--- src/ps_pio_pkg.sv ---
/* widths and encodings shared by the pio channel pair
   one 32-bit command data word is decoded three ways, by register address */
`default_nettype none
package ps_pio_pkg;
    localparam int cmd_width           = 14; // one queued command
    localparam int seq_addr_width      = 10; // sequencer start address
    localparam int page_width          = 2;  // 4 pages per buffer
    localparam int reg_addr_width      = 5;
    localparam int status_payload_bits = 2;
    typedef enum logic [1:0] {
        mode_off    = 2'd0,
        mode_single = 2'd1, // send once
        mode_auto   = 2'd2, // send on payload change
        mode_both   = 2'd3  // send once then auto
    } status_mode_t;
    typedef struct packed {
        logic                      chn;   // 0 = read ddr / 1 = write ddr
        logic                      need;  // urgent request
        logic [page_width-1:0]     page;  // buffer page
        logic [seq_addr_width-1:0] seq_a;
    } ps_cmd_entry_t;
    typedef union packed {
        struct packed {
            logic [17:0]   pad;
            ps_cmd_entry_t entry;
        } cmd;
        struct packed {
            logic [23:0]  pad;
            status_mode_t mode;
            logic [5:0]   seq;  // echoed in the status message
        } stat;
        struct packed {
            logic [29:0] pad;
            logic        en;    // allow new requests
            logic        nrst;  // low flushes queue and requests
        } enable;
    } ps_cmd_data_u;
endpackage
`default_nettype wire
--- src/cmd_deser.sv ---
/* byte order is addr lo, addr hi, data 0..3 with stb on the first byte
   we pulses one cycle after the sixth byte, only when the masked address matches */
`timescale 1ns/1ps
`default_nettype none
module cmd_deser #(
    parameter logic [15:0] cmd_addr = 16'h100,
    parameter logic [15:0] cmd_mask = 16'h3e0
) (
    input  logic                                  rst,  // system clock
    input  logic                                  mclk, // async reset
    input  logic [7:0]                            ad,
    input  logic                                  stb,
    output logic [ps_pio_pkg::reg_addr_width-1:0] addr,
    output ps_pio_pkg::ps_cmd_data_u              data,
    output logic                                  we
);
    import ps_pio_pkg::*;
    logic [2:0]  cnt;       // bytes taken, 0 when idle
    logic [47:0] sr;        // newest byte enters at the top
    logic [15:0] cur_addr;  // valid once two bytes are in
    logic        addr_hit;
    logic        last_byte;
    assign cur_addr  = sr[47:32];
    assign last_byte = (cnt == 3'd5) && !stb;
    assign data      = ps_cmd_data_u'(sr[47:16]); // d3 ends up in the top byte
    always_ff @(posedge rst) begin
        if (stb || cnt != 3'd0) sr <= {ad, sr[47:8]};
        if (cnt == 3'd2 && !stb) addr <= cur_addr[reg_addr_width-1:0];
    end
    always_ff @(posedge rst or posedge mclk) begin
        if (mclk) begin
            cnt      <= 3'd0;
            addr_hit <= 1'b0;
            we       <= 1'b0;
        end else begin
            if (stb)               cnt <= 3'd1;  // restart mid-message too
            else if (last_byte)    cnt <= 3'd0;
            else if (cnt != 3'd0)  cnt <= cnt + 3'd1;
            if (cnt == 3'd2 && !stb) begin
                addr_hit <= ((cur_addr ^ cmd_addr) & cmd_mask) == 16'h0;
            end
            we <= last_byte && addr_hit;
        end
    end
    // a message takes six bytes so writes never come back to back
    a_we_single: assert property (@(posedge rst) disable iff (mclk) we |=> !we);
endmodule
`default_nettype wire

--- config.mk ---
export PLATFORM = sky130hd
export DESIGN_NAME = cmd_deser
export DESIGN_NICKNAME = d
export VERILOG_FILES = /design/src/ps_pio_pkg.sv /design/src/cmd_deser.sv
export SDC_FILE = /design/constraint.sdc
export NUM_CORES = 1
export LEC_CHECK = 0
export BUFFER_PORTS_ARGS = -buffer_cell sky130_fd_sc_hd__buf_2
export CAP_MARGIN = 20
export CORE_UTILIZATION = 43
export DETAILED_ROUTE_END_ITERATION = 6
export GPL_TIMING_DRIVEN = 0
export PLACE_DENSITY = 0.78
export SYNTH_ARGS = -nofsm -noshare
export SYNTH_HDL_FRONTEND = slang
export SYNTH_SLANG_ARGS = --single-unit
--- constraint.sdc ---
create_clock -name rst -period 1.8 [get_ports rst]
set_input_delay 0.36 -clock rst [delete_from_list [all_inputs] [get_ports rst]]
set_output_delay 0.36 -clock rst [all_outputs]
set_load 0.01 [all_outputs]
## Word-level counts from Yosys, hierarchy flattened

Cells that the tools add are included.

- Bits in registers: 58
- Input port bits: 11
- Output and inout port bits: 38
- Logic and storage cells: 20

- Add/subtract/negate cells: 1
- Equal/unequal tests: 2
- Mux-type cells: 3
- Bitwise gates (word level): 1
- Reduce and logical (&&, ||, !) cells: 8

Operator list:

| operator | number |
|---|---|
| 16-bit logical NOT | 1 |
| 3-bit 2-to-1 mux | 3 |
| 3-bit nonzero test | 2 |
| 3-bit by 1-bit adder with 3-bit output, second input constant | 1 |
| 3-bit by 2-bit equality test with 1-bit output, second input constant | 1 |
| 3-bit equality test, second input constant | 1 |
| 1-bit logical AND | 3 |
| 1-bit logical NOT | 1 |
| 1-bit logical OR | 1 |
| 1-bit NOT | 1 |

## Logic depth before layout (Yosys ltp)

- Word-level depth: 4
- Mapped depth: 4
- Gate-level depth less buffers: 4

## Worst setup path after synthesis

OpenSTA, ideal clock, no wires.

- Path kind: flip-flop to flip-flop
- Start: register cnt[0]
- End: register sr[16] (enable)
- Library setup time: 561 ps
- Arrival time: 1446 ps
- Required time: 1239 ps
- Setup slack: -207 ps
- Cell stages (with the launch flop): 4
- Path buffers: 0
- Period minus slack after synthesis: 2007 ps
- Cell sequence: dfrtp_1 > inv_1 > ha_1 > nand3_1

- Word-level cells in the longest chain between the ends: 2

RTL lines:

| what | RTL line | RTL |
|---|---|---|
| start: declaration | cmd_deser.sv:18 | `logic [2:0] cnt;` |
| start signal: assignment | cmd_deser.sv:38 | `else if (cnt != 3'd0) cnt <= cnt + 3'd1;` |
| 3-bit nonzero test | cmd_deser.sv:27 | `if (stb \|\| cnt != 3'd0) sr <= {ad, sr[47:8]};` |
| 1-bit logical OR | cmd_deser.sv:27 |  |
| end signal: assignment | cmd_deser.sv:27 |  |
| end: declaration | cmd_deser.sv:19 | `logic [47:0] sr;` |

No other way between the ends.
A chain may end at the register's enable or synchronous reset.

## Final worst setup path

- Start: register cnt[0]
- End: register sr[46] (enable)

The elaborated chain is that of the path after synthesis.

==> impl_metrics.ini <==
[outcome]
status = finished clean

[timing]
period_minus_slack_ns = 1.59
finClkSkew_ns = 0.00607
fin_setup_tns_ns = 0
fin_crit_sh = 0.882
fmax_mhz = 630
setup_viol = 0
slew_headroom = 0.640
drv_slew = 0
rsz0062_at_grt = no
hold_viol_final = 0
hold_ws_ns = 0.199
tightest_slew_ns = 0.537

[final_layout]
drive_gt1_frac = 0.472
n_antenna_cell = 0
finalNonFillerCells = 169
layout_commonest_cell = buf_2
num-nets-final = 139
layout_common_cells = buf_2, edfxtp_1, inv_1, dfrtp_1, clkbuf_4
syn2layout_area_growth_pct = 26.3
fin_util = 0.583

[grt]
grt_pass1_wl_um = 3240
grt-ovfl-total = 0
antenna_found_initial = 0
grt_pass1_vias = 719
grt_max_degree = 33
grt_usage = 0.133

[pwr]
clockPowerShare = 0.165
internal_power_w = 0.00180
netSwitchingFraction = 0.295
pwr-share-seq = 0.604
ir_drop_mv = 0.521
comb_power_share = 0.231
power_w = 0.00255
cellLeakagePower_nw = 0.751
switchingPower_w = 0.000751
powerDensity_nw_per_um2 = 1410

[synthesis]
async_flop_share = 0.119
synth.distinct_cells = 17
synth_fp_nets = 83
synth_cells = 68
syn_area_um2 = 1430
yosysSeqAreaShare = 0.863
synth_flop_cell = edfxtp_1
synth_edf_count = 37
yosysWarnings = 0
ys_seq_elements = 42
avgSynthCellArea_um2 = 21.1

[detailed_routing]
drc = 0
firstDrtPassIters = 4
drtIter0Drc = 20
wl_um = 2190
routed_via_density = 4.61
detail-route-antenna-nets = 0
vias = 779
wl_per_cell_um = 13.0

[die]
die_area_um2 = 3570
die_y_um = 59.7
die_w_um = 59.7
start_util = 0.462
core_um2 = 3100
ios = 49
num_rows = 20

[setup_path]
path_max_fanout = 32
crit_type = register to register
r2r_slack_ns = 0.21
end_kind = register
rr_worst_depth = 3
start_kind = register
cp.required_ns = 1.76
reg2reg_to = sr[46]$_DFFE_PP_
arrival_ns = 1.55
worst_path_max_delay_cell = dfrtp_1
crit_path_end = sr[46]$_DFFE_PP_
worstSetupStartpoint = cnt[0]$_DFFE_PP0P_
path_cells = inv_1 > ha_1 > nand3_4
rr_startpoint = cnt[0]$_DFFE_PP0P_
critPathMaxStageDelay_ns = 0.44

[clocking]
cts_tree = done
clock_latency_ns = 0.33
cts_buffers = 5
cts_buffer_depth = 2
cts_sinks = 42
htreeDepth = 2
root_buffer = clkbuf_4
clk_pin_slew_ns = 0.11

[place]
place_hpwl_um = 1580
routabilityCongestion = 0.728
dp.cells = 160
io_buffers = 48

[run]
drv_cap = 0

[worst_hold_path]
hold_class = input pin to register
==> stage by stage <==
step                setup WS [ns]  instance area, µm²
floorplan                   0.187                1440
global placement          -0.0701                1730
detailed placement         -0.123                1730
CTS                         0.186                1810
global route               0.0721                1810
finish                      0.212                1810
==> routing by layer <==
metal  wire length, µm  GRT usage
met4                27     0.0797
met3               160     0.0519
met2              1130      0.210
met1               872      0.154
met5                 0          0
==> power groups by stage <==
stage	clock network (W)	logic [W]	registers, W
finish	0.000421	0.000588	0.00154
CTS	0.000447	0.000597	0.00154
global route	0.000492	0.000655	0.00158
floorplan	0	0.000188	0.00167
detailed placement	0	0.000585	0.00157
global placement	0	0.000566	0.00155
==> Yosys cell counts (all sizes together), types with 2 or more instances <==
library cell,instances,area (µm²)
dfrtp,5,125
inv,6,22.5
ha,4,50.1
nand2b,2,12.5
or3b,2,17.5
edfxtp,37,1110
or4b,2,20.0
==> registers in the layout (all words and copies together), names as in the netlist <==
name and count:
cnt 3, addr_hit 1, sr 32, addr 5, we 1
==> logic make-up (layout without fill, tap and decap cells) <==
kind of cell,count (synthesis),in the layout,share of synthesized area
flip-flops,42,42,0.863
AND/OR/NAND/NOR,11,11,0.0550
buffers and inverters,6,63,0.0157
adder cells (fa/ha/maj),4,4,0.0349
AO/OA/AOI/OAI,4,4,0.0236
multiplexers,1,1,0.00786
==> area by class of cell <==
type / instances / area [µm²]
repair buffers: 49 / 250
flip-flops and latches: 42 / 1240
multi-input cells: 20 / 191
well taps: 44 / 55.1
fillers: 257 / 1290
inverters: 6 / 22.5
clock buffers: 5 / 37.5
clock inverters: 3 / 16.3
==> repair_timing <==
action	in CTS	in global routing
hold buffers	1	0
buffers inserted	0	0
resized for setup	2	0
endpoints found under the hold margin	5	0
setup endpoints to repair	37	0
==> worst max-delay path: cells and delay by family (launching register included) <==
kind / cells / cell delay [ns]
flip-flops: 1 / 0.44
AND/OR/NAND/NOR: 1 / 0.38
adder cells (fa/ha/maj): 1 / 0.28
buffers and inverters: 1 / 0.11
==> worst min path at each step <==
stage / startpoint / to / slack (ns) / cells past startpoint
floorplan: mclk / addr_hit$_DFFE_PP0P_ / 0.14 / 1
global placement: mclk / we$_DFF_PP0_ / 0.26 / 2
detailed placement: mclk / cnt[2]$_DFFE_PP0P_ / 0.28 / 2
CTS: ad[5] / sr[45]$_DFFE_PP_ / 0.18 / 1
global route: ad[3] / sr[43]$_DFFE_PP_ / 0.16 / 1
finish: ad[5] / sr[45]$_DFFE_PP_ / 0.20 / 1
No activity file was read; power rests on OpenSTA's default activity.
