## config.mk

```make
export PLATFORM = sky130hd
export DESIGN_NAME = ps_pio_sequencer
export DESIGN_NICKNAME = d
export VERILOG_FILES = /design/src/ps_pio_pkg.sv /design/src/ps_pio_sequencer.sv
export SDC_FILE = /design/constraint.sdc
export NUM_CORES = 1
export LEC_CHECK = 0
export BUFFER_PORTS_ARGS = -buffer_cell sky130_fd_sc_hd__buf_2
export CAP_MARGIN = 20
export CORE_AREA = 2 2 46 48
export CTS_CLUSTER_SIZE = 25
export DETAILED_ROUTE_END_ITERATION = 8
export DIE_AREA = 0 0 48 50
export PLACE_DENSITY_LB_ADDON = 0.12
export SYNTH_ARGS = -nofsm -noshare
export SYNTH_HDL_FRONTEND = slang
export SYNTH_SLANG_ARGS = --single-unit
```

## constraint.sdc

```tcl
create_clock -name rst -period 2.9 [get_ports rst]
set_input_delay 0.29 -clock rst [delete_from_list [all_inputs] [get_ports rst]]
set_output_delay 0.29 -clock rst [all_outputs]
set_load 0.02 [all_outputs]
```

## src/ps_pio_pkg.sv

```systemverilog
/* widths and encodings shared by the pio channel pair
   one 32-bit command data word is decoded three ways, by register address */
`default_nettype none
package ps_pio_pkg;
    localparam int cmd_width           = 14; // one queued command
    localparam int seq_addr_width      = 10; // sequencer start address
    localparam int page_width          = 2;  // 4 pages per buffer
    localparam int reg_addr_width      = 5;
    localparam int status_payload_bits = 2;
    typedef enum logic [1:0] {
        mode_off    = 2'd0,
        mode_single = 2'd1, // send once
        mode_auto   = 2'd2, // send on payload change
        mode_both   = 2'd3  // send once then auto
    } status_mode_t;
    typedef struct packed {
        logic                      chn;   // 0 = read ddr / 1 = write ddr
        logic                      need;  // urgent request
        logic [page_width-1:0]     page;  // buffer page
        logic [seq_addr_width-1:0] seq_a;
    } ps_cmd_entry_t;
    typedef union packed {
        struct packed {
            logic [17:0]   pad;
            ps_cmd_entry_t entry;
        } cmd;
        struct packed {
            logic [23:0]  pad;
            status_mode_t mode;
            logic [5:0]   seq;  // echoed in the status message
        } stat;
        struct packed {
            logic [29:0] pad;
            logic        en;    // allow new requests
            logic        nrst;  // low flushes queue and requests
        } enable;
    } ps_cmd_data_u;
endpackage
`default_nettype wire
```

## src/ps_pio_sequencer.sv

```systemverilog
/* one command in flight at a time; mem_run holds off the next until seq_done
   seq_data0 and seq_set0 serve both channels */
`timescale 1ns/1ps
`default_nettype none
module ps_pio_sequencer #(
    parameter logic [ps_pio_pkg::reg_addr_width-1:0] reg_en_rst       = 'h0,
    parameter logic [ps_pio_pkg::reg_addr_width-1:0] reg_cmd          = 'h1,
    parameter logic [ps_pio_pkg::reg_addr_width-1:0] reg_status_cntrl = 'h2
) (
    input  logic                                       rst,
    input  logic                                       mclk,
    input  logic                                       we,
    input  logic [ps_pio_pkg::reg_addr_width-1:0]      addr,
    input  ps_pio_pkg::ps_cmd_data_u                   data,
    input  logic                                       fifo_nempty,
    input  logic                                       fifo_half_full,
    input  ps_pio_pkg::ps_cmd_entry_t                  fifo_head,
    input  logic                                       channel_pgm_en0,
    input  logic                                       channel_pgm_en1,
    input  logic                                       seq_done0,
    input  logic                                       seq_done1,
    output logic                                       fifo_we,
    output logic                                       fifo_flush,
    output logic                                       fifo_re,
    output logic                                       status_we,
    output logic [ps_pio_pkg::status_payload_bits-1:0] status_payload,
    output logic                                       want_rq0,
    output logic                                       need_rq0,
    output logic                                       want_rq1,
    output logic                                       need_rq1,
    output logic [ps_pio_pkg::seq_addr_width-1:0]      seq_data0,
    output logic                                       seq_set0,
    output logic [ps_pio_pkg::page_width-1:0]          page
);
    logic chn_en;    // new requests allowed
    logic chn_nrst;  // low holds queue and requests cleared
    logic mem_run;   // granted, transfer not done yet
    logic grant;
    logic busy;
    logic start;
    assign grant          = channel_pgm_en0 || channel_pgm_en1;
    assign busy           = want_rq0 || need_rq0 || want_rq1 || need_rq1 || mem_run;
    assign start          = chn_en && !busy && fifo_nempty;
    assign fifo_we        = we && (addr == reg_cmd);  // dropped by the queue when full
    assign status_we      = we && (addr == reg_status_cntrl);
    assign fifo_flush     = !chn_nrst;
    assign fifo_re        = seq_set0;  // pop as the sequencer takes the address
    assign seq_data0      = fifo_head.seq_a;
    assign status_payload = {fifo_half_full, fifo_nempty | busy};
    always_ff @(posedge rst or posedge mclk) begin
        if (mclk) begin
            {chn_en, chn_nrst, mem_run, seq_set0} <= '0;
            {want_rq0, need_rq0, want_rq1, need_rq1} <= '0;
            page <= '0;
        end else begin
            if (we && addr == reg_en_rst) begin
                chn_en   <= data.enable.en;
                chn_nrst <= data.enable.nrst;
            end
            if (!chn_nrst || grant) begin
                {want_rq0, need_rq0, want_rq1, need_rq1} <= '0;
            end else if (start) begin
                want_rq0 <= !fifo_head.chn;
                need_rq0 <= !fifo_head.chn && fifo_head.need;
                want_rq1 <= fifo_head.chn;
                need_rq1 <= fifo_head.chn && fifo_head.need;
            end
            if (seq_done0 || seq_done1) mem_run <= 1'b0;
            else if (grant)             mem_run <= 1'b1;
            seq_set0 <= chn_nrst && grant;  // one cycle after the grant
            if (seq_set0) page <= fifo_head.page;
        end
    end
    // the arbiter grants only a channel that is asking
    a_grant_rq: assert property (@(posedge rst) disable iff (mclk)
        !(channel_pgm_en0 && !want_rq0) && !(channel_pgm_en1 && !want_rq1));
endmodule
`default_nettype wire

```

# Yosys cells after proc, flatten, opt, wreduce, memory -nomap -nowiden
# Cells that the tools add are included.
# word_totals
reg_bits	10
latch_bits	0
ramBits	0
rom_bits	0
out_inout_bits	23
memories	0
# op_classes
n_addsub	0
n_mul	0
div	0
order_cmp	0
n_eq_ne	2
shifts	0
muxes	10
n_bitwise	1
n_reduce_logical	21
# op_table
op	count
2-to-1 mux 1 bit	10
logical AND 1 bit	8
logical OR 1 bit	7
== test 5 x 1 -> 1 bit (second input constant)	1
== test 5 x 2 -> 1 bit (second input constant)	1
zero test 5 bit	1
nonzero test 2 bit	2
zero test 1 bit	3
bitwise OR 1 bit	1

# Logic depth before layout (Yosys ltp)
# depth
word_depth	9
ltp_mapped	3

# Worst setup path after synthesis
# Ideal clock, no wire load.
# synth_path
path_type	input -> output
startpoint	in addr[4] (netlist bit)
endpoint	out status_we
arrival_time_ps	1378
slack_ps	1232
cell_stages	2
n_path_buf	0
path_cell_list	or4b_4 > nor3b_1
# synth_via
elab_chain_cells	2
# synth_rtl
element	line	rtl
from (decl)	ps_pio_sequencer.sv:13	input logic [ps_pio_pkg::reg_addr_width-1:0] addr,
== test 5 x 2 -> 1 bit	ps_pio_sequencer.sv:45	assign status_we = we && (addr == reg_status_cntrl);
logical AND 1 bit	ps_pio_sequencer.sv:45	
to (decl)	ps_pio_sequencer.sv:25	output logic status_we,
# Every way passes these cells.

# Worst setup path in the final report
# Ends and elaborated chain as after synthesis.

==> metrics.txt <==
Reg-to-Reg Start need_rq1; Max Clk Rate roughly 630 MHz; worst reg-to-reg path cell count 3; Syn Area/Cell between 10 and 15 µm²; CP max stage delay between 0.5 and 0.6 ns; CTS Buf Count 3; Hold Path Sink mem_run; Crit-path slowest cell or4b_4; static leakage 0.355 nW; share of the synthesized area in the top cell type 0.459; power share of the clock group 0.314; worst-path cell chain buf_2 -> or4b_4 -> nor3b_1 -> buf_2; Clk Latency, worst-skew pair 0.26 ns; Compound-Gate Fraction of Synth Area 0.0688; # rows 16; drt wl/cell 10.8 µm; Post-Syn Instances 51; Peak VDD IR approximately 0.00017 V; area grow syn2layout 25.7%; DRT Wirelength roughly 1100 µm; post-synthesis adder-cell area fraction 0; pwr dens 576 mW/mm²; internal power approximately 0.28 mW; Comb power frac 0.252; first-pass GRT wire length roughly 1600 µm; Post-Syn Nets approximately 110; Slew @ Worst Pin approximately 0.50 ns; Initial Util 0.287; hold path cells 2; slew margin rel. 0.666; Post-synth EDFFs 0; Critical Path End Type output pin; die width roughly 48 µm; critical path arrival ~1.3 ns; hold crit path type in2reg; largest net degree at the start of global routing 11; crit path buf inv count 2; post-CTS setup buffer count 0; Post-Synth XOR/XNOR Area 0; synth unique cells 17; CP Data Required Time between 2 and 3 ns; maximum clock path buffer count 2; # H-tree levels 1; setup violators final 0; largest family of logic cells by synthesized area simple AND/OR/NAND/NOR gates; RSZ-0062 raised after global routing no; DR iter-0 viols 2; vias per cell around 4.5; fraction of registers with async set/reset 1.00; synth top area cells dfrtp_1 46%, buf_4 17%, mux2_4 5.5%, mux2_2 4.1%, nor2_1 4.1%; Syn. warnings 0; number of antenna violations at the first check in global routing 0; Worst setup startpoint addr[4]; sequential share of power 0.434; number of top-level pins 83; worst-path fanout max 3; hpwl dp roughly 830 µm; Synth Area in Simple Gates 0.190; final worst path period need roughly 1.6 ns; PortBufs 30; final global-route overflow total 0; Post-DRT Antenna Nets 0; die footprint 0.00240 mm²; path type of the worst setup path in2out; Core Area about 0.0019 mm²; period utilization 0.548; number of nets in the layout between 100 and 150; ant diodes 0; mapped cell area 546 µm²; Final Wtd Congestion ~0.7; cell taking the most area after synthesis dfrtp_1; Final Power 0.395 mW; CP dominant cell by count buf_2; Root Buffer Master clkbuf_4; worst min-delay path startpoint seq_done0; GRT Overall Usage 0.0965; CTS Sinks 10; share of cells above drive strength 1 0.554; vias in the first global route 405; R2R setup slack approximately 1.6 ns; DRC 0; CTS tree built; Max Cap Violations 0; CTS clk-pin slew, worst paths around 0.06 ns; sw power around 0.11 mW; Final Hold Fails 0; worst reg2reg endpoint want_rq0; switching part of the total power 0.285; setup tns final 0 ns; Worst setup SP type input pin; Core Util, Final 0.361; top_reg_cell synth dfrtp_1; status completed; Slew Limit Fails 0; Die Span Y around 50 µm; register area share after synthesis 0.459; multiplexer area fraction after synthesis 0.0963; Synth Register Bits 10; Worst Skew approximately 0.0042 ns; vias post-DR between 400 and 500; CP delay by family, top simple AND/OR/NAND/NOR gates; drt first pass iters 2
-- cell usage in the layout, fill, tap and decap left out --
master,n
buf_2,30
nor2_1,6
dlygate4sd3_1,1
dfrtp_1,10
a21oi_1,1
nand2_1,2
a41oi_1,2
a311oi_1,1
and4bb_2,1
clkbuf_4,3
mux2_4,2
or4b_4,1
inv_1,3
nor4_1,1
nor3_1,3
nor3b_1,2
a31oi_1,1
clkbuf_8,1
mux2_2,2
or3_4,1
-- Yosys cell counts, drive strengths merged (2+ instances only) --
cell   instances
nor3           3
dfrtp         10
a41oi          2
nand2          2
buf           12
nor3b          2
nor2           6
mux2           4
inv            3
-- worst max-delay path by stage --
stage                           end  slack (ns)  depth (start not counted)
after floorplan           status_we        1.23                          2
after global placement     chn_nrst        1.20                          4
after detailed placement     chn_en        1.20                          4
after CTS                 status_we        1.30                          4
after global routing        fifo_we        1.25                          4
final                     status_we        1.31                          4
-- cells by family after synthesis --
group                  count (synthesis)
DFF                                   10
muxes                                  4
and+or+nand+nor                       17
AOI/OAI and AO/OA                      5
buffers and inverters                 15
-- layer usage --
metal | share of wire | up-vias | wire length (µm) | GRT usage
met2 | 0.52 | 20 | 562 | 0.158
met5 | 0 | - | 0 | 0
met3 | 0.083 | 8 | 90 | 0.0220
met1 | 0.38 | 210 | 410 | 0.100
li1 | - | 214 | - | -
met4 | 0.021 | 0 | 23 | 0.0721
-- worst register-to-register path, cell delays in order (launching register included) --
cell and delay, ns:
dfrtp_1 0.42, nor3_1 0.46, a21oi_1 0.14, a311oi_1 0.25
-- through the flow --
| stage | std cells | hold WS (ns) | setup slack (ns) | instance area [µm²] |
|---|---|---|---|---|
| final | 101 | 0.179 | 1.31 | 686 |
| after global routing | 101 | 0.175 | 1.25 | 686 |
| after CTS | 101 | 0.171 | 1.30 | 686 |
| after detailed placement | 96 | 0.285 | 1.20 | 639 |
| after global placement | 96 | 0.290 | 1.20 | 639 |
| after floorplan | 51 | 0.130 | 1.23 | 546 |
-- state kept, by name, indices dropped and copies added, names as in the netlist --
register  flops
chn_nrst      1
fifo_re       1
page          2
mem_run       1
chn_en        1
need_rq1      1
need_rq0      1
want_rq1      1
want_rq0      1
-- power by group through the flow --
| stage | combinational [mW] | clock [mW] | sequential [mW] |
|---|---|---|---|
| CTS | 0.101 | 0.131 | 0.172 |
| global placement | 0.0991 | 0 | 0.174 |
| floorplan | 0.0687 | 0 | 0.191 |
| global route | 0.110 | 0.139 | 0.175 |
| detailed placement | 0.0993 | 0 | 0.174 |
| finish | 0.0996 | 0.124 | 0.171 |
-- timing repair --
item                      CTS  global route
gates resized for setup     0             0
hold endpoints to repair    6             0
hold buffers                1             0
-- area by class of cell --
| type | instances | area, µm² |
|---|---|---|
| sequential | 10 | 250 |
| timing repair buffer | 31 | 160 |
| tap | 27 | 33.8 |
| fill | 208 | 1220 |
| clock buffer | 4 | 36.3 |
| inverter | 3 | 11.3 |
| multi-input combinational | 26 | 194 |
(Power assumes the default switching activity.)
