[config.mk]
export PLATFORM = sky130hd
export DESIGN_NAME = cmd_fifo
export DESIGN_NICKNAME = d
export VERILOG_FILES = /design/src/ps_pio_pkg.sv /design/src/cmd_fifo.sv
export SDC_FILE = /design/constraint.sdc
export NUM_CORES = 1
export LEC_CHECK = 0
export ABC_CLOCK_PERIOD_IN_PS = 2200
export BUFFER_PORTS_ARGS = -buffer_cell sky130_fd_sc_hd__buf_2
export CAP_MARGIN = 15
export CORE_AREA = 2 2 64 81
export CTS_CLUSTER_SIZE = 10
export DETAILED_ROUTE_END_ITERATION = 6
export DIE_AREA = 0 0 66 83
export HOLD_SLACK_MARGIN = 0.02
export PLACE_DENSITY_LB_ADDON = 0.25
export SLEW_MARGIN = 10
export SYNTH_ARGS = -nofsm -noshare
export SYNTH_HDL_FRONTEND = slang
export SYNTH_SLANG_ARGS = --single-unit
[constraint.sdc]
create_clock -name rst -period 2.2 [get_ports rst]
set_input_delay 0.33 -clock rst [delete_from_list [all_inputs] [get_ports rst]]
set_output_delay 0.33 -clock rst [all_outputs]
set_load 0.02 [all_outputs]
[src/ps_pio_pkg.sv]
/* widths and encodings shared by the pio channel pair
   one 32-bit command data word is decoded three ways, by register address */
`default_nettype none
package ps_pio_pkg;
    localparam int cmd_width           = 14; // one queued command
    localparam int seq_addr_width      = 10; // sequencer start address
    localparam int page_width          = 2;  // 4 pages per buffer
    localparam int reg_addr_width      = 5;
    localparam int status_payload_bits = 2;
    typedef enum logic [1:0] {
        mode_off    = 2'd0,
        mode_single = 2'd1, // send once
        mode_auto   = 2'd2, // send on payload change
        mode_both   = 2'd3  // send once then auto
    } status_mode_t;
    typedef struct packed {
        logic                      chn;   // 0 = read ddr / 1 = write ddr
        logic                      need;  // urgent request
        logic [page_width-1:0]     page;  // buffer page
        logic [seq_addr_width-1:0] seq_a;
    } ps_cmd_entry_t;
    typedef union packed {
        struct packed {
            logic [17:0]   pad;
            ps_cmd_entry_t entry;
        } cmd;
        struct packed {
            logic [23:0]  pad;
            status_mode_t mode;
            logic [5:0]   seq;  // echoed in the status message
        } stat;
        struct packed {
            logic [29:0] pad;
            logic        en;    // allow new requests
            logic        nrst;  // low flushes queue and requests
        } enable;
    } ps_cmd_data_u;
endpackage
`default_nettype wire
[src/cmd_fifo.sv]
/* fifo_depth must be a power of two; a write to a full queue is dropped
   sync_rst empties the queue in one cycle */
`timescale 1ns/1ps
`default_nettype none
module cmd_fifo #(
    parameter int fifo_depth = 4
) (
    input  logic                             rst,
    input  logic                             mclk,
    input  logic                             sync_rst,
    input  logic                             we,
    input  logic                             re,
    input  logic [ps_pio_pkg::cmd_width-1:0] data_in,
    output logic [ps_pio_pkg::cmd_width-1:0] data_out,
    output logic                             nempty,
    output logic                             half_full
);
    import ps_pio_pkg::*;
    localparam int               ptr_w    = $clog2(fifo_depth);
    localparam logic [ptr_w:0]   full_cnt = (ptr_w + 1)'(fifo_depth);
    localparam logic [ptr_w:0]   half_cnt = (ptr_w + 1)'(fifo_depth / 2);
    logic [cmd_width-1:0] mem [fifo_depth];
    logic [ptr_w-1:0]     wr_ptr;
    logic [ptr_w-1:0]     rd_ptr;
    logic [ptr_w:0]       count;  // entries held
    logic                 do_wr;
    logic                 do_rd;
    assign do_wr     = we && (count != full_cnt);
    assign do_rd     = re && nempty;
    assign nempty    = (count != '0);
    assign half_full = (count >= half_cnt);
    assign data_out  = mem[rd_ptr];  // head entry
    always_ff @(posedge rst) begin
        if (do_wr) mem[wr_ptr] <= data_in;
    end
    always_ff @(posedge rst or posedge mclk) begin
        if (mclk) begin
            {wr_ptr, rd_ptr, count} <= '0;
        end else if (sync_rst) begin
            {wr_ptr, rd_ptr, count} <= '0;
        end else begin
            if (do_wr) wr_ptr <= wr_ptr + 1'b1;  // wraps at the power of two
            if (do_rd) rd_ptr <= rd_ptr + 1'b1;
            count <= count + (ptr_w + 1)'(do_wr) - (ptr_w + 1)'(do_rd);
        end
    end
    // the sequencer pops only a head that it has already started
    a_no_underrun: assert property (@(posedge rst) disable iff (mclk) re |-> nempty);
endmodule
`default_nettype wire

* After elaboration in Yosys (flattened, before gate mapping)
Memories as Yosys holds them, arrays and structs flattened.
Index checks and enable logic that the tools add are counted.
** Operators by class
- Equal/unequal tests :: 1
- Multipliers :: 0
- Multiplexer cells :: 7
- Order comparisons :: 1
- Bitwise gates (word level) :: 0
- $add $sub $neg :: 4
- Reduce and logical (&&, ||, !) cells :: 5
- Divide/modulo/power cells :: 0
- Shift operators :: 0
** Operators by type and width (count)
- two-way mux 2 bit :: 4
- adder 2 x 1 -> 2 bit (second input constant) :: 2
- nonzero test 2 bit :: 2
- adder 3 x 1 -> 3 bit :: 1
- >= comparator 3 x 2 -> 1 bit (second input constant) :: 1
- two-way mux 3 bit :: 1
- inequality test 3 bit (second input constant) :: 1
- nonzero test 3 bit :: 1
- subtractor 3 x 1 -> 3 bit :: 1
- logical AND 1 bit :: 2
- two-way mux 1 bit :: 2
** Storage, ports and cells
- Memories kept :: 1
- Memory bits (read-only) :: 0
- Latch bits :: 0
- Flip-flop bits (word level) :: 7
- Bits of input ports :: 19
- RAM bits :: 56
- Output and inout port bits :: 16
** Memories
- mem :: depth 4, bits a word 14, rd ports 1, clocked after memory_dff 0, write ports 1, line cmd_fifo.sv:22 : logic [cmd_width-1:0] mem [fifo_depth];

* Longest topological paths before layout
Gate-level depths: netlist of run 1.
- Depth after elaboration :: 5
- Depth in mapped cells :: 10

* Worst setup path before layout of run 1
No wires, ideal clock.
- Path type :: reg-to-reg
- Start :: reg count[1]
- End :: reg count[2]
- Path slack :: 239 ps
- Stages on the path, launching flop included :: 10
- Path buffers :: 0
- Arrival :: 1832 ps
- Setup time :: 129 ps
- Path through :: dfrtp_1 -> o31a_4 -> inv_1 -> ha_1 -> inv_1 -> ha_1 -> inv_1 -> fa_1 -> xnor2_1 -> nor2_1
** Between the ends
- Longest elaborated chain between the ends :: 5
** Ends and longest elaborated chain
- from (decl) :: line cmd_fifo.sv:25 : logic [ptr_w:0] count;
- from (signal assigned) :: line cmd_fifo.sv:44 : count <= count + (ptr_w + 1)'(do_wr) - (ptr_w + 1)'(do_rd);
- inequality test 3 bit :: line cmd_fifo.sv:28 : assign do_wr = we && (count != full_cnt);
- logical AND 1 bit :: line cmd_fifo.sv:28
- adder 3 x 1 -> 3 bit :: line cmd_fifo.sv:44
- subtractor 3 x 1 -> 3 bit * :: line cmd_fifo.sv:44
- two-way mux 3 bit * :: line cmd_fifo.sv:39 : end else if (sync_rst) begin
Mark *: on every way between the ends. The rest lies on a longest branch, timed or not.
A chain may end at the register's enable or synchronous reset.

* Worst setup path after layout of run 1
Ends and elaborated chain as after synthesis.

==> reports/qor.csv, run 1 <==
metric,value,unit
Int Pwr,2.50,mW
endpoint class of the critical path,register,
cell count after synthesis,120,
mean post-synth cell area,21.2,um^2
Starting Density,0.541,
max-cap violations,0,
P_leak,1.11,nW
Commonest cells post-synth,"56 x edfxtp_1, 8 x mux4_2, 7 x dfrtp_1, 7 x ha_1, 7 x inv_1",
WHS Endpoint,mem[0][13],
Crit Path Category,register to register,
Vias/cell,5.45,
post-synthesis sequential area ratio,0.731,
CTS Sinks,63,
pre-CTS setup slack,0.110,ns
Worst slew margin,0.490,
share of cells above drive strength 1,0.368,
tightest hold margin,0.223,ns
worst skew pair latency,0.32,ns
Final ANT Viol Nets,0,
die width,66,um
fin cells,231,
final period utilization,0.923,
Power Density,1160,nW/um^2
clock root cell,clkbuf_8,
Final Hold Fails,0,
global-route wire length before repair,6650,um
core area,4690,um^2
total grt overflow,0,
PortBufs,34,
die area,5480,um^2
status,"finished, final reports clean",
Reg power frac,0.441,
CTS tree,built,
CP Launch Type,register,
top-count cell post-synth,edfxtp_1,
CP arrival,2.24,ns
Util after Layout,0.637,
final instance area,2990,um^2
fill cell count,350,
GPL Wtd Cong,0.696,
"Area growth, synth to finish",17.8,%
Logic pwr share,0.266,
Placement Cell Area,2770,um^2
Placed Cells,213,
Synth cell types,25,
final setup margin,0.168,ns
R2R cell count,9,
Hold/Removal Path Class,input port to register,
Ant. Diodes,0,
min Tclk post-route,2.03,ns
#FFs+latches synth,63,
Overall Global Routing Usage,0.170,
initial antenna violation count,0,
CP required,2.40,ns
Yosys top cell by area,edfxtp_1,
total wire length,4120,um
launching point of the worst reg2reg path,count[1],
worst-path maximum fanout,7,
most common flop cell mapped by yosys,edfxtp_1,
worst slew pin tran,0.766,ns
clk_skew,0.00566,ns
number of global-route vias before repair,1405,
DR WL/cell,17.8,um
clk slew on worst S/H paths,0.06,ns
# setup viols final,0,
die height,83,um
Yosys Warn Count,0,
Max clock buf depth,2,
"top cells by area, synth","edfxtp_1 66%, mux4_2 7.1%, dfrtp_1 6.9%",
worst vdd ir,0.631,mV
TritonCTS Buffers,9,
Final Power,3.47,mW
flop-to-flop setup slack,0.17,ns
Hold Path Stages,1,
Hold Crit Start,data_in[13],
RSZ-0062 raised after global routing,false,
H-tree depth,3,
nets@finish,193,
sw frac,0.279,
Syn Nets,147,
setup TNS,0,ns
"Cell Area, Synth",2540,um^2
largest net degree at the start of global routing,15,
"EDFF count, synth",56,
Final Max Tran Viols,0,
async set-reset flop share out of synthesis,0.111,
switching power total,969,uW
reg2reg end,count[2],
Vias,1258,
Post-route DRC,0,
I/O Pins,35,
area share of the largest cell type after synthesis,0.662,
Rows,28,
f_max,0.492,GHz
clock share of power,0.293,
drt pass-1 iters,4,
DP HPWL,2850,um
Starting DRT DRC Count,74,
[layout make-up]
type | instances | area (um^2) | share of cell area
Inverter | 8 | 30.0 | 0.0100
Sequential cell | 63 | 1860 | 0.622
Clock buffer | 11 | 131 | 0.0439
Clock inverter | 5 | 72.6 | 0.0243
Timing Repair Buffer | 39 | 210 | 0.0703
Tap cell | 60 | 75.1 | 0.0251
Multi-Input combinational cell | 45 | 612 | 0.205
[power groups by stage]
stage | combinational (mW) | sequential, mW | clock, mW
floorplan | 0.708 | 1.53 | 0
global placement | 0.893 | 1.54 | 0
detailed placement | 0.931 | 1.56 | 0
CTS | 0.935 | 1.53 | 1.03
global route | 1.02 | 1.55 | 1.09
finish | 0.924 | 1.53 | 1.02
[worst max-delay path by stage]
stage	from	endpoint	slack, ns	depth (start not counted)
floorplan	count[1]	count[2]	0.24	9
global placement	count[1]	count[2]	0.22	9
detailed placement	count[1]	count[2]	0.11	9
CTS	count[1]	count[2]	0.1	9
global route	count[2]	count[2]	0.02	10
finish	count[1]	count[2]	0.17	9
[sequential cells by signal (all words and copies together), names as in the netlist]
signal / count
rd_ptr: 2
mem: 56
count: 3
wr_ptr: 2
[metal layers]
layer  GRT usage  vias up  share of wire
met5           0        -              0
met4      0.0742        0         0.0051
met3      0.0556        2          0.044
met2       0.292       32           0.56
met1       0.189      658           0.39
li1            -      566              -
[kinds of logic after synthesis]
kind of cell             after synthesis  synth area share
flip-flops                            63             0.731
multiplexers                          16             0.143
AND/OR/NAND/NOR                       14            0.0286
buffers and inverters                 12            0.0276
adder cells (fa/ha/maj)                8            0.0424
AO/OA/AOI/OAI                          4            0.0168
XOR/XNOR                               3            0.0104
[worst max-delay path, cell delays in order, from the launching register on]
cell,delay [ns]
dfrtp_2,0.43
o31a_4,0.39
inv_1,0.07
ha_1,0.22
inv_1,0.06
ha_1,0.14
inv_1,0.05
fa_1,0.37
xnor2_1,0.14
nor2_1,0.05
[cell usage in the layout, fill, tap and decap left out, types with 2 or more instances in the layout]
cell type,instances
mux4_1,6
mux4_2,8
ha_1,7
clkbuf_1,2
bufinv_16,2
xnor2_1,2
clkinv_1,2
dfrtp_1,5
nand2b_1,2
clkbuf_8,9
nor2_1,6
and2_1,4
edfxtp_1,56
inv_1,7
buf_2,34
buf_4,4
dfrtp_2,2
[timing repair]
action	4_1_cts	5_1_grt
setup buffers	0	1
hold endpoints to repair	7	0
endpoints found under the setup margin	0	1
hold buffers	1	0
resized for setup	0	2
(Power assumes the default switching activity.)
==> inputs of run 2 (changes only) <==
- CORE_AREA: 2 2 64 81 -> 2 2 62 79
- CTS_BUF_LIST: not set -> sky130_fd_sc_hd__clkbuf_4 sky130_fd_sc_hd__clkbuf_8
- DIE_AREA: 0 0 66 83 -> 0 0 64 81
==> run 2 against run 1 <==
Net effect:
- via count is 1.6% lower
- sequential share of layout area increased by 0.84 points
- critical path depth unchanged
- critical path type unchanged
- non-clock buffer count shrank 1
- largest cell class unchanged
==> reports/qor.csv, run 2 (synthesized netlist as in run 1, its figures left out) <==
metric,value,unit
core area,4520,um^2
die area,5180,um^2
Starting Density,0.562,
Starting DRT DRC Count,58,
GPL Wtd Cong,0.734,
I/O Pins,35,
DR WL/cell,17.4,um
Power Density,1100,nW/um^2
setup TNS,0,ns
min Tclk post-route,2.06,ns
Final Hold Fails,0,
Hold Path Stages,1,
worst slew pin tran,0.758,ns
launching point of the worst reg2reg path,count[0],
reg2reg end,count[2],
Crit Path Category,register to register,
CP required,2.41,ns
endpoint class of the critical path,register,
Hold/Removal Path Class,input port to register,
total wire length,4000,um
Rows,28,
Biggest register,mem,
R2R cell count,9,
fill cell count,314,
nets@finish,192,
fin cells,230,
Worst slew margin,0.495,
initial antenna violation count,0,
clk_skew,0.00816,ns
share of cells above drive strength 1,0.376,
# setup viols final,0,
Final Max Tran Viols,0,
PortBufs,34,
Final ANT Viol Nets,0,
Ant. Diodes,0,
CP arrival,2.26,ns
f_max,0.486,GHz
number of global-route vias before repair,1293,
Max clock buf depth,2,
status,"finished, final reports clean",
Reg power frac,0.470,
clock root cell,clkbuf_8,
"Area growth, synth to finish",16.2,%
die height,81,um
max-cap violations,0,
worst vdd ir,0.695,mV
switching power total,971,uW
worst skew pair latency,0.32,ns
RSZ-0062 raised after global routing,false,
global-route wire length before repair,6270,um
clock share of power,0.244,
clk slew on worst S/H paths,0.07,ns
flop-to-flop setup slack,0.14,ns
"most common cell after layout, fill and taps aside",edfxtp_1,
Overall Global Routing Usage,0.171,
Vias/cell,5.38,
die width,64,um
Post-route DRC,0,
Hold Crit Start,data_in[10],
CTS tree,built,
Vias,1238,
drt pass-1 iters,4,
Int Pwr,2.29,mW
most frequent cells in the layout,"56 x edfxtp_1, 34 x buf_2, 9 x clkbuf_8",
CP Launch Type,register,
Placed Cells,212,
total grt overflow,0,
P_leak,1.09,nW
CTS Sinks,63,
H-tree depth,3,
TritonCTS Buffers,9,
DP HPWL,2600,um
WHS Endpoint,mem[0][10],
Logic pwr share,0.286,
Largest register FFs,56,
final period utilization,0.935,
largest net degree at the start of global routing,15,
sw frac,0.298,
worst-path maximum fanout,7,
Top Registers,"mem x56, count x3",
run 2: cell types whose count changed in the layout (fill, tap and decap cells not counted):
cell / delta
clkinv_2: +3
clkbuf_1: -2
bufinv_16: -2
buf_4: -2
buf_12: +1
clkbuf_4: +1
run 2: repair_timing:
| action | CTS | global route |
|---|---|---|
| setup endpoints to repair | 0 | 1 |
| setup buffers | 0 | 1 |
| hold endpoints to repair | 7 | 0 |
| resized for setup | 0 | 2 |
| hold buffers | 1 | 0 |
run 2: how the worst max path moves through the flow:
stage                        start  slack, ns  cells past startpoint       end
after CTS                 count[1]       0.09                      9  count[2]
after floorplan           count[1]       0.24                      9  count[2]
after global placement    count[1]       0.21                      9  count[2]
after global routing      count[0]      0.003                      9  count[2]
final                     count[0]       0.14                      9  count[2]
after detailed placement  count[1]       0.11                      9  count[2]
run 2: stage by stage:
step	util	hold WS (ns)	instance area (um^2)	power [mW]	setup slack (ns)
after global routing	0.653	0.205	2950	3.42	0.00282
after floorplan	-	0.133	2540	2.24	0.239
after global placement	0.613	0.278	2770	2.45	0.211
after CTS	0.651	0.206	2940	3.28	0.0879
after detailed placement	0.613	0.278	2770	2.49	0.108
final	0.653	0.222	2950	3.26	0.143
run 2: critical path: stages (launching register included):
cell and delay [ns]:
dfrtp_2 0.45, o31a_4 0.38, inv_1 0.07, ha_1 0.22
inv_1 0.06, ha_1 0.14, inv_1 0.05, fa_1 0.38
xnor2_1 0.15, nor2_1 0.05
run 2: power groups by stage:
| stage | clock network [mW] | registers [mW] | logic (mW) |
|---|---|---|---|
| floorplan | 0 | 1.53 | 0.708 |
| global placement | 0 | 1.54 | 0.909 |
| detailed placement | 0 | 1.56 | 0.933 |
| CTS | 0.811 | 1.53 | 0.938 |
| global route | 0.860 | 1.55 | 1.02 |
| finish | 0.796 | 1.53 | 0.931 |
run 2: metal layers:
layer	up-vias	global-route usage	part of all wire
met5	-	0	0
met4	0	0.0978	0.016
met3	6	0.0512	0.048
met2	30	0.291	0.54
met1	635	0.194	0.40
li1	567	-	-
run 2: layout make-up:
class                      count  area (um^2)  area share
multi-input combinational     45          612       0.207
clock buffer                  10          131      0.0445
clock inverter                 6         27.5     0.00933
tap                           60         75.1      0.0254
timing repair buffer          38          215      0.0729
inverter                       8         30.0      0.0102
sequential                    63         1860       0.630
