===== config.mk =====
export PLATFORM = sky130hd
export DESIGN_NAME = status_generate
export DESIGN_NICKNAME = d
export VERILOG_FILES = /design/src/ps_pio_pkg.sv /design/src/status_generate.sv
export SDC_FILE = /design/constraint.sdc
export NUM_CORES = 1
export LEC_CHECK = 0
export BUFFER_PORTS_ARGS = -buffer_cell sky130_fd_sc_hd__buf_2
export CORE_MARGIN = 2
export CORE_UTILIZATION = 45
export CTS_CLUSTER_SIZE = 14
export DETAILED_ROUTE_END_ITERATION = 10
export PLACE_DENSITY_LB_ADDON = 0.1
export SYNTH_ARGS = -nofsm -noshare
export SYNTH_HDL_FRONTEND = slang
export SYNTH_SLANG_ARGS = --single-unit
export TNS_END_PERCENT = 30

===== constraint.sdc =====
create_clock -name rst -period 3.7 [get_ports rst]
set_input_delay 0 -clock rst [delete_from_list [all_inputs] [get_ports rst]]
set_output_delay 0 -clock rst [all_outputs]
set_load 0.02 [all_outputs]

===== src/ps_pio_pkg.sv =====
/* widths and encodings shared by the pio channel pair
   one 32-bit command data word is decoded three ways, by register address */
`default_nettype none
package ps_pio_pkg;
    localparam int cmd_width           = 14; // one queued command
    localparam int seq_addr_width      = 10; // sequencer start address
    localparam int page_width          = 2;  // 4 pages per buffer
    localparam int reg_addr_width      = 5;
    localparam int status_payload_bits = 2;
    typedef enum logic [1:0] {
        mode_off    = 2'd0,
        mode_single = 2'd1, // send once
        mode_auto   = 2'd2, // send on payload change
        mode_both   = 2'd3  // send once then auto
    } status_mode_t;
    typedef struct packed {
        logic                      chn;   // 0 = read ddr / 1 = write ddr
        logic                      need;  // urgent request
        logic [page_width-1:0]     page;  // buffer page
        logic [seq_addr_width-1:0] seq_a;
    } ps_cmd_entry_t;
    typedef union packed {
        struct packed {
            logic [17:0]   pad;
            ps_cmd_entry_t entry;
        } cmd;
        struct packed {
            logic [23:0]  pad;
            status_mode_t mode;
            logic [5:0]   seq;  // echoed in the status message
        } stat;
        struct packed {
            logic [29:0] pad;
            logic        en;    // allow new requests
            logic        nrst;  // low flushes queue and requests
        } enable;
    } ps_cmd_data_u;
endpackage
`default_nettype wire

===== src/status_generate.sv =====
/* address byte while rq is high, then {seq, payload} with rq low, then ad back to 0
   single mode reverts to off and both mode to auto after one message */
`timescale 1ns/1ps
`default_nettype none
module status_generate #(
    parameter logic [7:0] status_reg_addr = 8'h2
) (
    input  logic                                       rst,
    input  logic                                       mclk,
    input  logic                                       we,
    input  ps_pio_pkg::ps_cmd_data_u                   wd,
    input  logic [ps_pio_pkg::status_payload_bits-1:0] status,
    output logic [7:0]                                 ad,
    output logic                                       rq,
    input  logic                                       start
);
    import ps_pio_pkg::*;
    status_mode_t                   mode;
    logic [5:0]                     seq;
    logic [status_payload_bits-1:0] last_sent; // auto mode compares to this
    logic                           data_ph;   // payload byte on ad
    logic                           send;
    assign send = !rq && !data_ph && !we &&
                  (mode == mode_single || mode == mode_both ||
                   (mode == mode_auto && status != last_sent));
    always_ff @(posedge rst or posedge mclk) begin
        if (mclk) begin
            mode      <= mode_off;
            seq       <= '0;
            last_sent <= '0;
            data_ph   <= 1'b0;
            rq        <= 1'b0;
            ad        <= '0;
        end else begin
            if (we) begin
                mode <= wd.stat.mode;
                seq  <= wd.stat.seq;
            end else if (send && mode == mode_single) begin
                mode <= mode_off;
            end else if (send && mode == mode_both) begin
                mode <= mode_auto;
            end
            data_ph <= rq && start;
            if (send) begin
                rq <= 1'b1;
                ad <= status_reg_addr;
            end else if (rq && start) begin  // address taken downstream
                rq        <= 1'b0;
                ad        <= {seq, status};
                last_sent <= status;
            end else if (data_ph) begin
                ad <= '0;
            end
        end
    end
    // downstream may take several cycles to accept the address byte
    a_ad_hold: assert property (@(posedge rst) disable iff (mclk)
        rq && !start |=> rq && $stable(ad));
endmodule
`default_nettype wire


Yosys cells after proc, flatten, opt, wreduce, memory -nomap -nowiden --
Cells that the tools add are included.
Storage, ports and cells: output and inout bits 9, bits of input ports 38, bits in registers 20, word-level logic and storage cells 35
Cells by class: reductions and logical operators 16, muxes and demuxes 8, bitwise logic cells 1, eq/ne operators 4
Operators with widths (number):
- 8-bit two-way mux | 3
- 1-bit logical AND | 7
- 2-bit two-way mux | 3
- 3-bit nonzero test | 2
- 2-bit equality test, second input constant | 2
- 1-bit zero test | 3
- 2-bit by 1-bit equality test with 1-bit output, second input constant | 1
- 1-bit logical OR | 2
- 1-bit two-way mux | 2
- 2-bit != test | 1
- 2-bit AND reduction | 1
- 2-bit nonzero test | 1
- 1-bit inverter | 1

Logic depth before layout (Yosys ltp) --
Gate-level depths: netlist of run 1.
depth in word-level cells 8, gate-level depth with buffers 4, mapped depth without buffers 3

Least setup slack after synthesis of run 1 --
No wires, ideal clock.
path type reg-to-reg, start register rq, end register last_sent[0], arrival time 1.210 ns, cell stages (with the launch flop) 4, library setup time 0.125 ns, path slack 2.365 ns, path buffers 1, data required time 3.575 ns, period minus slack after synthesis 1.335 ns, cells stage by stage dfrtp_1 -> and2_1 -> buf_4 -> mux2_2
Between the ends: word-level cells in the longest chain between the ends 6, elaborated cells between the ends (all ways) 7, classes of those cells bitwise (1); reduce/logical (6)
RTL lines:
- from (decl) | line status_generate.sv:14 | output logic rq,
- from (signal assigned) | line status_generate.sv:32 | rq <= 1'b0;
- from (signal assigned) | line status_generate.sv:45 | rq <= 1'b1;
- from (signal assigned) | line status_generate.sv:48 | rq <= 1'b0;
- 1-bit zero test | line status_generate.sv:23 | assign send = !rq && !data_ph && !we &&
- 1-bit logical AND (3 in series) | line status_generate.sv:23
- 1-bit inverter (no source line)
- 2-bit AND reduction (no source line) (*)
- to (signal assigned) | line status_generate.sv:50 | last_sent <= status;
- to (decl) | line status_generate.sv:20 | logic [status_payload_bits-1:0] last_sent;
Mark *: on every way between the ends. The rest lies on a longest branch, timed or not. A chain may end at the register's enable or synchronous reset.

Worst setup path after layout of run 1 --
Same ends and word-level chain as after synthesis.

==> results of run 1 <==
## cells by family (layout without fill, tap and decap cells)
kind of cell,after synthesis,in the layout,synth area share
AOI/OAI and AO/OA,13,13,0.153
xor gates and xnor gates,2,2,0.0214
buffers and inverters,3,39,0.0276
DFF,20,20,0.613
muxes,9,9,0.124
and+or+nand+nor,8,8,0.0613
## worst register-to-register path, stage by stage (launching register included)
cell,delay (ns)
sky130_fd_sc_hd__dfrtp_1,0.50
sky130_fd_sc_hd__and2_1,0.46
sky130_fd_sc_hd__mux2_2,0.39
## final cells by class
class / count / area [um2] / share of cell area
clock inverters: 1 / 30.0 / 0.0270
well taps: 25 / 31.3 / 0.0281
inverters: 1 / 3.75 / 0.00337
flip-flops and latches: 20 / 500 / 0.450
repair buffers: 34 / 230 / 0.207
multi-input cells: 32 / 294 / 0.264
clock buffers: 3 / 22.5 / 0.0202
## synth_stat cells (2+ instances only)
cell type	count
sky130_fd_sc_hd__dfrtp_1	20
sky130_fd_sc_hd__o21ai_0	2
sky130_fd_sc_hd__nand3_1	2
sky130_fd_sc_hd__a32o_1	7
sky130_fd_sc_hd__mux2_2	9
sky130_fd_sc_hd__nand2_1	2
sky130_fd_sc_hd__xor2_1	2
## power breakdown
part,leakage (nW),internal [mW],switching [mW]
Combinational,0.244,0.111,0.144
Sequential,0.249,0.284,0.0476
Clock,0.0279,0.109,0.0648
Total,0.521,0.505,0.256
## layer usage
layer  vias up  wire length, um  track usage
li1        281                -            -
met3         0               71       0.0706
met2        17              780        0.294
met1       290              714        0.217
met5         -                0            0
met4         0                0       0.0333
## final timing paths
path	end	slack, ns	startpoint
max	last_sent[0]	2.25	rq
min	mode[0]	0.07	we
max reg2reg	last_sent[0]	2.25	rq
min reg2reg	ad[6]	0.49	seq[4]
max in group asynchronous	mode[1]	2.90	mclk
min in group asynchronous	ad[7]	0.34	mclk
## registers in the layout, indices dropped and copies added, names as in the netlist
signal / cells
ad: 8
data_ph: 1
last_sent: 2
mode: 2
rq: 1
seq: 6
## per-stage QoR
stage | instance area [um2] | instances | hold WS [ns] | power [mW]
finish | 1110 | 116 | 0.0720 | 0.761
global route | 1110 | 116 | 0.111 | 0.808
CTS | 1110 | 116 | 0.0643 | 0.770
detailed placement | 940 | 100 | 0.168 | 0.585
global placement | 940 | 100 | 0.163 | 0.578
floorplan | 817 | 55 | -0.0362 | 0.507
==> flow_metrics.py, run 1 <==
metrics = {
    "power": {
        "power.ir.vdd_worst_mv": 0.431,
        "powerDensity_nw_per_um2": 684,
        "static-leakage-power_nw": 0.521,
    },
    "floorplanning": {
        "io_pins": 47,
        "placement_rows": 15,
        "core_um2": 1710,
        "starting_density_of_the_core": 0.478,
        "die_height_um": 46.6,
        "die_x_um": 46.6,
        "area_of_the_die_um2": 2170,
    },
    "final_layout": {
        "mostFrequentLayoutCells": "sky130_fd_sc_hd__buf_2 (22), sky130_fd_sc_hd__dfrtp_1 (20), sky130_fd_sc_hd__dlygate4sd3_1 (12), sky130_fd_sc_hd__mux2_2 (9), sky130_fd_sc_hd__a32o_1 (7)",
        "post_route_cells_drive_above_1_share": 0.418,
        "antenna_cells": 0,
        "syn2layout_area_growth_pct": 36.1,
        "fillCellCount": 125,
        "layout_commonest_cell": "sky130_fd_sc_hd__buf_2",
        "layout.nets": 130,
        "finish.utilization": 0.651,
    },
    "clocking": {
        "cts_repair_resize_count": 0,
        "clk_sink_count": 20,
        "cts-hold-fix-buffers": 12,
        "cts.reportedPaths.clkPinSlew_ns": 0.12,
        "number_of_clock_buffers_inserted_by_tritoncts": 3,
        "tritoncts": "built",
        "h-tree-depth": 1,
        "postCtsSetupRepairBufs": 0,
        "worst_skew_pair.late_latency_ns": 0.30,
        "cts-root-buf": "sky130_fd_sc_hd__clkbuf_4",
        "cts-root-to-sink-buffers": 2,
    },
    "place": {
        "detailedPlacementHpwl_um": 1070,
        "pre_cts_ws_ns": 2.27,
        "port-buffer-count": 22,
        "globalplace.congestion": 0.710,
    },
    "timing": {
        "post-route-period-util": 0.393,
        "setup_total_negative_slack_ns": 0,
        "setup-violations-final": 0,
        "rsz_0062_raised_after_global_routing": "false",
        "max_freq_mhz": 688,
        "maxSlewViolCount": 0,
        "max_slew.worst_pin.slew_ns": 0.712,
        "setup_slack_ns": 2.25,
        "max-slew-margin-rel": 0.524,
        "finalCriticalPeriod_ns": 1.45,
        "timing.clock.skew_ns": 0.0121,
        "final_hold_viol_count": 0,
    },
    "global_routing": {
        "grt_antenna_before_repair": 0,
        "vias_in_the_first_global_route": 596,
        "grt-ovfl-total": 0,
        "largest_net_degree_at_the_start_of_global_routing": 21,
        "first_pass_grt_wire_length_um": 2640,
        "total_global_routing_track_utilization": 0.176,
    },
    "logic_synthesis": {
        "synth-seq-area-share": 0.613,
        "postSynthNetCount": 93,
        "synth.distinct_cells": 18,
        "synth_ff_type": "sky130_fd_sc_hd__dfrtp_1",
        "syn_avg_cell_area_um2": 14.9,
        "yosys.area.top_type": "sky130_fd_sc_hd__dfrtp_1",
        "asyncSetResetFlopFracSynth": 1.00,
        "yosys-top-cells-area": "sky130_fd_sc_hd__dfrtp_1 (61%), sky130_fd_sc_hd__mux2_2 (12%), sky130_fd_sc_hd__a32o_1 (8.6%), sky130_fd_sc_hd__o211ai_4 (2.6%), sky130_fd_sc_hd__xor2_1 (2.1%)",
        "synth_edf_count": 0,
        "yosysWarnings": 0,
        "portion_of_synthesized_cell_area_occupied_by_the_leading_cell_type": 0.613,
        "syn_area_um2": 817,
        "synthCells": 55,
        "synth_seq_cells": 20,
    },
    "critical_path": {
        "critical_path_arrival_ns": 1.64,
        "worst_path_max_delay_cell": "sky130_fd_sc_hd__dfrtp_1",
        "largest_incremental_delay_on_the_critical_path_ns": 0.50,
        "timing.reg2reg.worst_path_depth": 2,
        "path_cells": "and2_1 -> mux2_2",
        "cp.required_ns": 3.89,
        "worst_setup_path_start_kind": "flip-flop",
        "setup.worst_path.end_class": "flip-flop",
        "critical_path.max_fanout": 11,
        "critPathKind": "flip-flop to flip-flop",
        "crit_family": "flip-flops",
        "depth_of_the_critical_timing_path_with_buffers_and_inverters_included": 2,
        "cp_num_buf_inv": 0,
    },
    "routing": {
        "antenna_left": 0,
        "detail_route.vias_per_cell": 5.07,
        "wirelength_routed_um": 1570,
        "detail_route.wl_per_cell_um": 13.5,
        "dr.pass1.iters": 4,
        "dr_total_vias": 588,
        "number_of_violations_reported_at_the_end_of_detailed_routing_iteration_0": 2,
        "drc_violations_left": 0,
    },
    "worst_hold_path": {
        "holdPathStages": 3,
        "timing.hold.worst.class": "input port to flip-flop",
    },
    "job": {
        "timing.max_cap.violations": 0,
    },
    "status": {
        "status": "finished, final reports clean",
    },
}
(Power assumes the default switching activity.)
==> inputs of run 2 (changes only) <==
- CORE_UTILIZATION: 45 -> 38
- clock period: 3.7 -> 1.19 ns (I/O delays scaled with it)
==> run 2 against run 1 <==
Against the previous run:
- the flow now finishes with violations (setup timing)
- clock power grew to 3.1 times the previous value
- non-clock buffer count up 4
- register-to-register slack lost 2.3 ns
- sequential share of layout area shrank 3.4 points
- critical endpoint is now ad[6]
- largest power group unchanged
==> flow_metrics.py, run 2 (synthesis results as in run 1) <==
metrics = {
    "critical_path": {
        "critPathKind": "flip-flop to flip-flop",
        "timing.reg2reg.worst_path_depth": 3,
        "reg2reg_from": "data_ph",
        "largest_incremental_delay_on_the_critical_path_ns": 0.44,
        "cp.required_ns": 1.40,
        "crit-reg2reg-capture": "ad[6]",
        "critical_path.max_fanout": 3,
        "reg2reg_slack_ns": -0.03,
        "worst_path_max_delay_cell": "sky130_fd_sc_hd__dfrtp_1",
        "setup.worst_path.end_class": "flip-flop",
        "path_cells": "nor3_4 -> o211ai_2 -> a32o_1",
        "cp_num_buf_inv": 0,
        "depth_of_the_critical_timing_path_with_buffers_and_inverters_included": 3,
        "crit_family": "flip-flops",
        "critical_path_arrival_ns": 1.43,
        "worst_setup_path_start_kind": "flip-flop",
    },
    "routing": {
        "dr_total_vias": 616,
        "top_signal_layer_used": "met4",
        "routed-wl-met3_um": 89,
        "drc_violations_left": 0,
        "met2_wirelength_um": 843,
        "detail_route.wl_per_cell_um": 13.9,
        "number_of_violations_reported_at_the_end_of_detailed_routing_iteration_0": 1,
        "wirelength_routed_um": 1700,
        "wl_met1_um": 751,
        "dr.pass1.iters": 4,
        "antenna_left": 0,
        "detail_route.vias_per_cell": 5.01,
    },
    "timing": {
        "max-slew-margin-rel": 0.833,
        "rsz_0062_raised_after_global_routing": "true",
        "post-route-period-util": 1.03,
        "timing.clock.skew_ns": 0.0147,
        "finalCriticalPeriod_ns": 1.22,
        "setup_slack_ns": -0.0328,
        "setup-violations-final": 7,
        "final_hold_viol_count": 0,
        "max_slew.worst_pin.slew_ns": 0.250,
        "max_freq_mhz": 818,
        "maxSlewViolCount": 0,
    },
    "final_layout": {
        "antenna_cells": 0,
        "reg.largest.list": "ad (8), seq (6)",
        "mostFrequentLayoutCells": "sky130_fd_sc_hd__buf_2 (22), sky130_fd_sc_hd__dfrtp_1 (19), sky130_fd_sc_hd__dlygate4sd3_1 (11), sky130_fd_sc_hd__mux2_2 (8), sky130_fd_sc_hd__a32o_1 (7)",
        "multi_input_area_um2": 357,
        "largest_register_ff_count": 8,
        "fillCellCount": 172,
        "syn2layout_area_growth_pct": 47.6,
        "layout.nets": 135,
        "regMostFlops": "ad",
        "sequential_cell_area_um2": 502,
        "layout_commonest_cell": "sky130_fd_sc_hd__buf_2",
        "post_route_cells_drive_above_1_share": 0.542,
        "stdcell_area_um2": 1210,
    },
    "clocking": {
        "worst_skew_pair.late_latency_ns": 0.30,
        "cts-root-to-sink-buffers": 2,
        "h-tree-depth": 1,
        "cts.reportedPaths.clkPinSlew_ns": 0.12,
        "cts-root-buf": "sky130_fd_sc_hd__clkbuf_4",
        "clk_sink_count": 20,
        "tritoncts": "built",
        "number_of_clock_buffers_inserted_by_tritoncts": 3,
    },
    "global_routing": {
        "first_pass_grt_wire_length_um": 2790,
        "grt-ovfl-total": 0,
        "total_global_routing_track_utilization": 0.155,
        "grt_antenna_before_repair": 0,
        "largest_net_degree_at_the_start_of_global_routing": 21,
        "vias_in_the_first_global_route": 624,
    },
    "worst_hold_path": {
        "timing.hold.worst.class": "input port to flip-flop",
        "timing.hold.worst_endpoint": "last_sent[1]",
        "hp-start": "status[1]",
        "holdPathStages": 2,
    },
    "power": {
        "powerDensity_nw_per_um2": 2130,
        "power.ir.vdd_worst_mv": 1.59,
        "static-leakage-power_nw": 0.566,
    },
    "place": {
        "post_dp_cell_area_um2": 980,
        "port-buffer-count": 22,
        "pre_cts_ws_ns": -0.0824,
        "detailedPlacementHpwl_um": 1090,
        "globalplace.congestion": 0.639,
    },
    "status": {
        "status": "finished with violations",
        "failing_checks": "setup timing",
    },
    "job": {
        "timing.max_cap.violations": 0,
    },
    "floorplanning": {
        "core_um2": 2000,
        "io_pins": 47,
        "die_height_um": 50.4,
        "die_x_um": 50.4,
        "placement_rows": 16,
        "starting_density_of_the_core": 0.408,
        "area_of_the_die_um2": 2540,
    },
}
==> run 2: changes by cell type in the layout (fill, tap and decap cells not counted), sizes merged <==
cell | before | now
buf | 22 | 27
dlygate4sd3 | 12 | 11
o211ai | 1 | 2
==> run 2: final cells by class <==
| type | count | share of cell area |
|---|---|---|
| Sequential cell | 20 | 0.416 |
| Inverter | 1 | 0.00311 |
| Clock inverter | 1 | 0.0249 |
| Tap cell | 27 | 0.0280 |
| Timing Repair Buffer | 38 | 0.214 |
| Multi-Input combinational cell | 33 | 0.296 |
| Clock buffer | 3 | 0.0187 |
==> run 2: metal layers <==
metal / up-vias / global-route usage
li1: 291 / -
met1: 307 / 0.194
met3: 2 / 0.0565
met2: 16 / 0.241
met5: - / 0
met4: 0 / 0.0631
==> run 2: how the worst max path moves through the flow <==
stage             to     from
6_report       ad[6]  data_ph
2_1_floorplan  ad[2]       rq
3_5_place_dp   ad[0]       rq
4_1_cts        ad[0]  data_ph
5_1_grt        ad[5]  data_ph
3_3_place_gp   ad[6]       rq
==> run 2: metrics by stage <==
step	setup TNS, ns	util	instances	total power [mW]	hold slack [ns]
floorplan	-0.0595	-	55	1.61	-0.0362
detailed placement	-0.538	0.489	106	1.89	0.0392
global placement	-0.235	0.489	106	1.87	0.0392
global route	-0.539	0.603	123	2.72	0.000929
CTS	-0.281	0.600	123	2.59	0.00230
finish	-0.120	0.603	123	2.57	0.0164
==> run 2: report_power, final <==
group | leakage (nW) | internal (mW) | switching (mW)
registers | 0.247 | 0.887 | 0.163
logic | 0.291 | 0.457 | 0.518
clock network | 0.0279 | 0.340 | 0.204
total | 0.566 | 1.68 | 0.884
==> run 2: timing repair <==
action,CTS,global route
hold buffers,11,0
resized for setup,7,1
endpoints found under the hold margin,31,0
setup endpoints to repair,7,10
cloned,1,0
buffers inserted,1,0
pin swaps,11,1
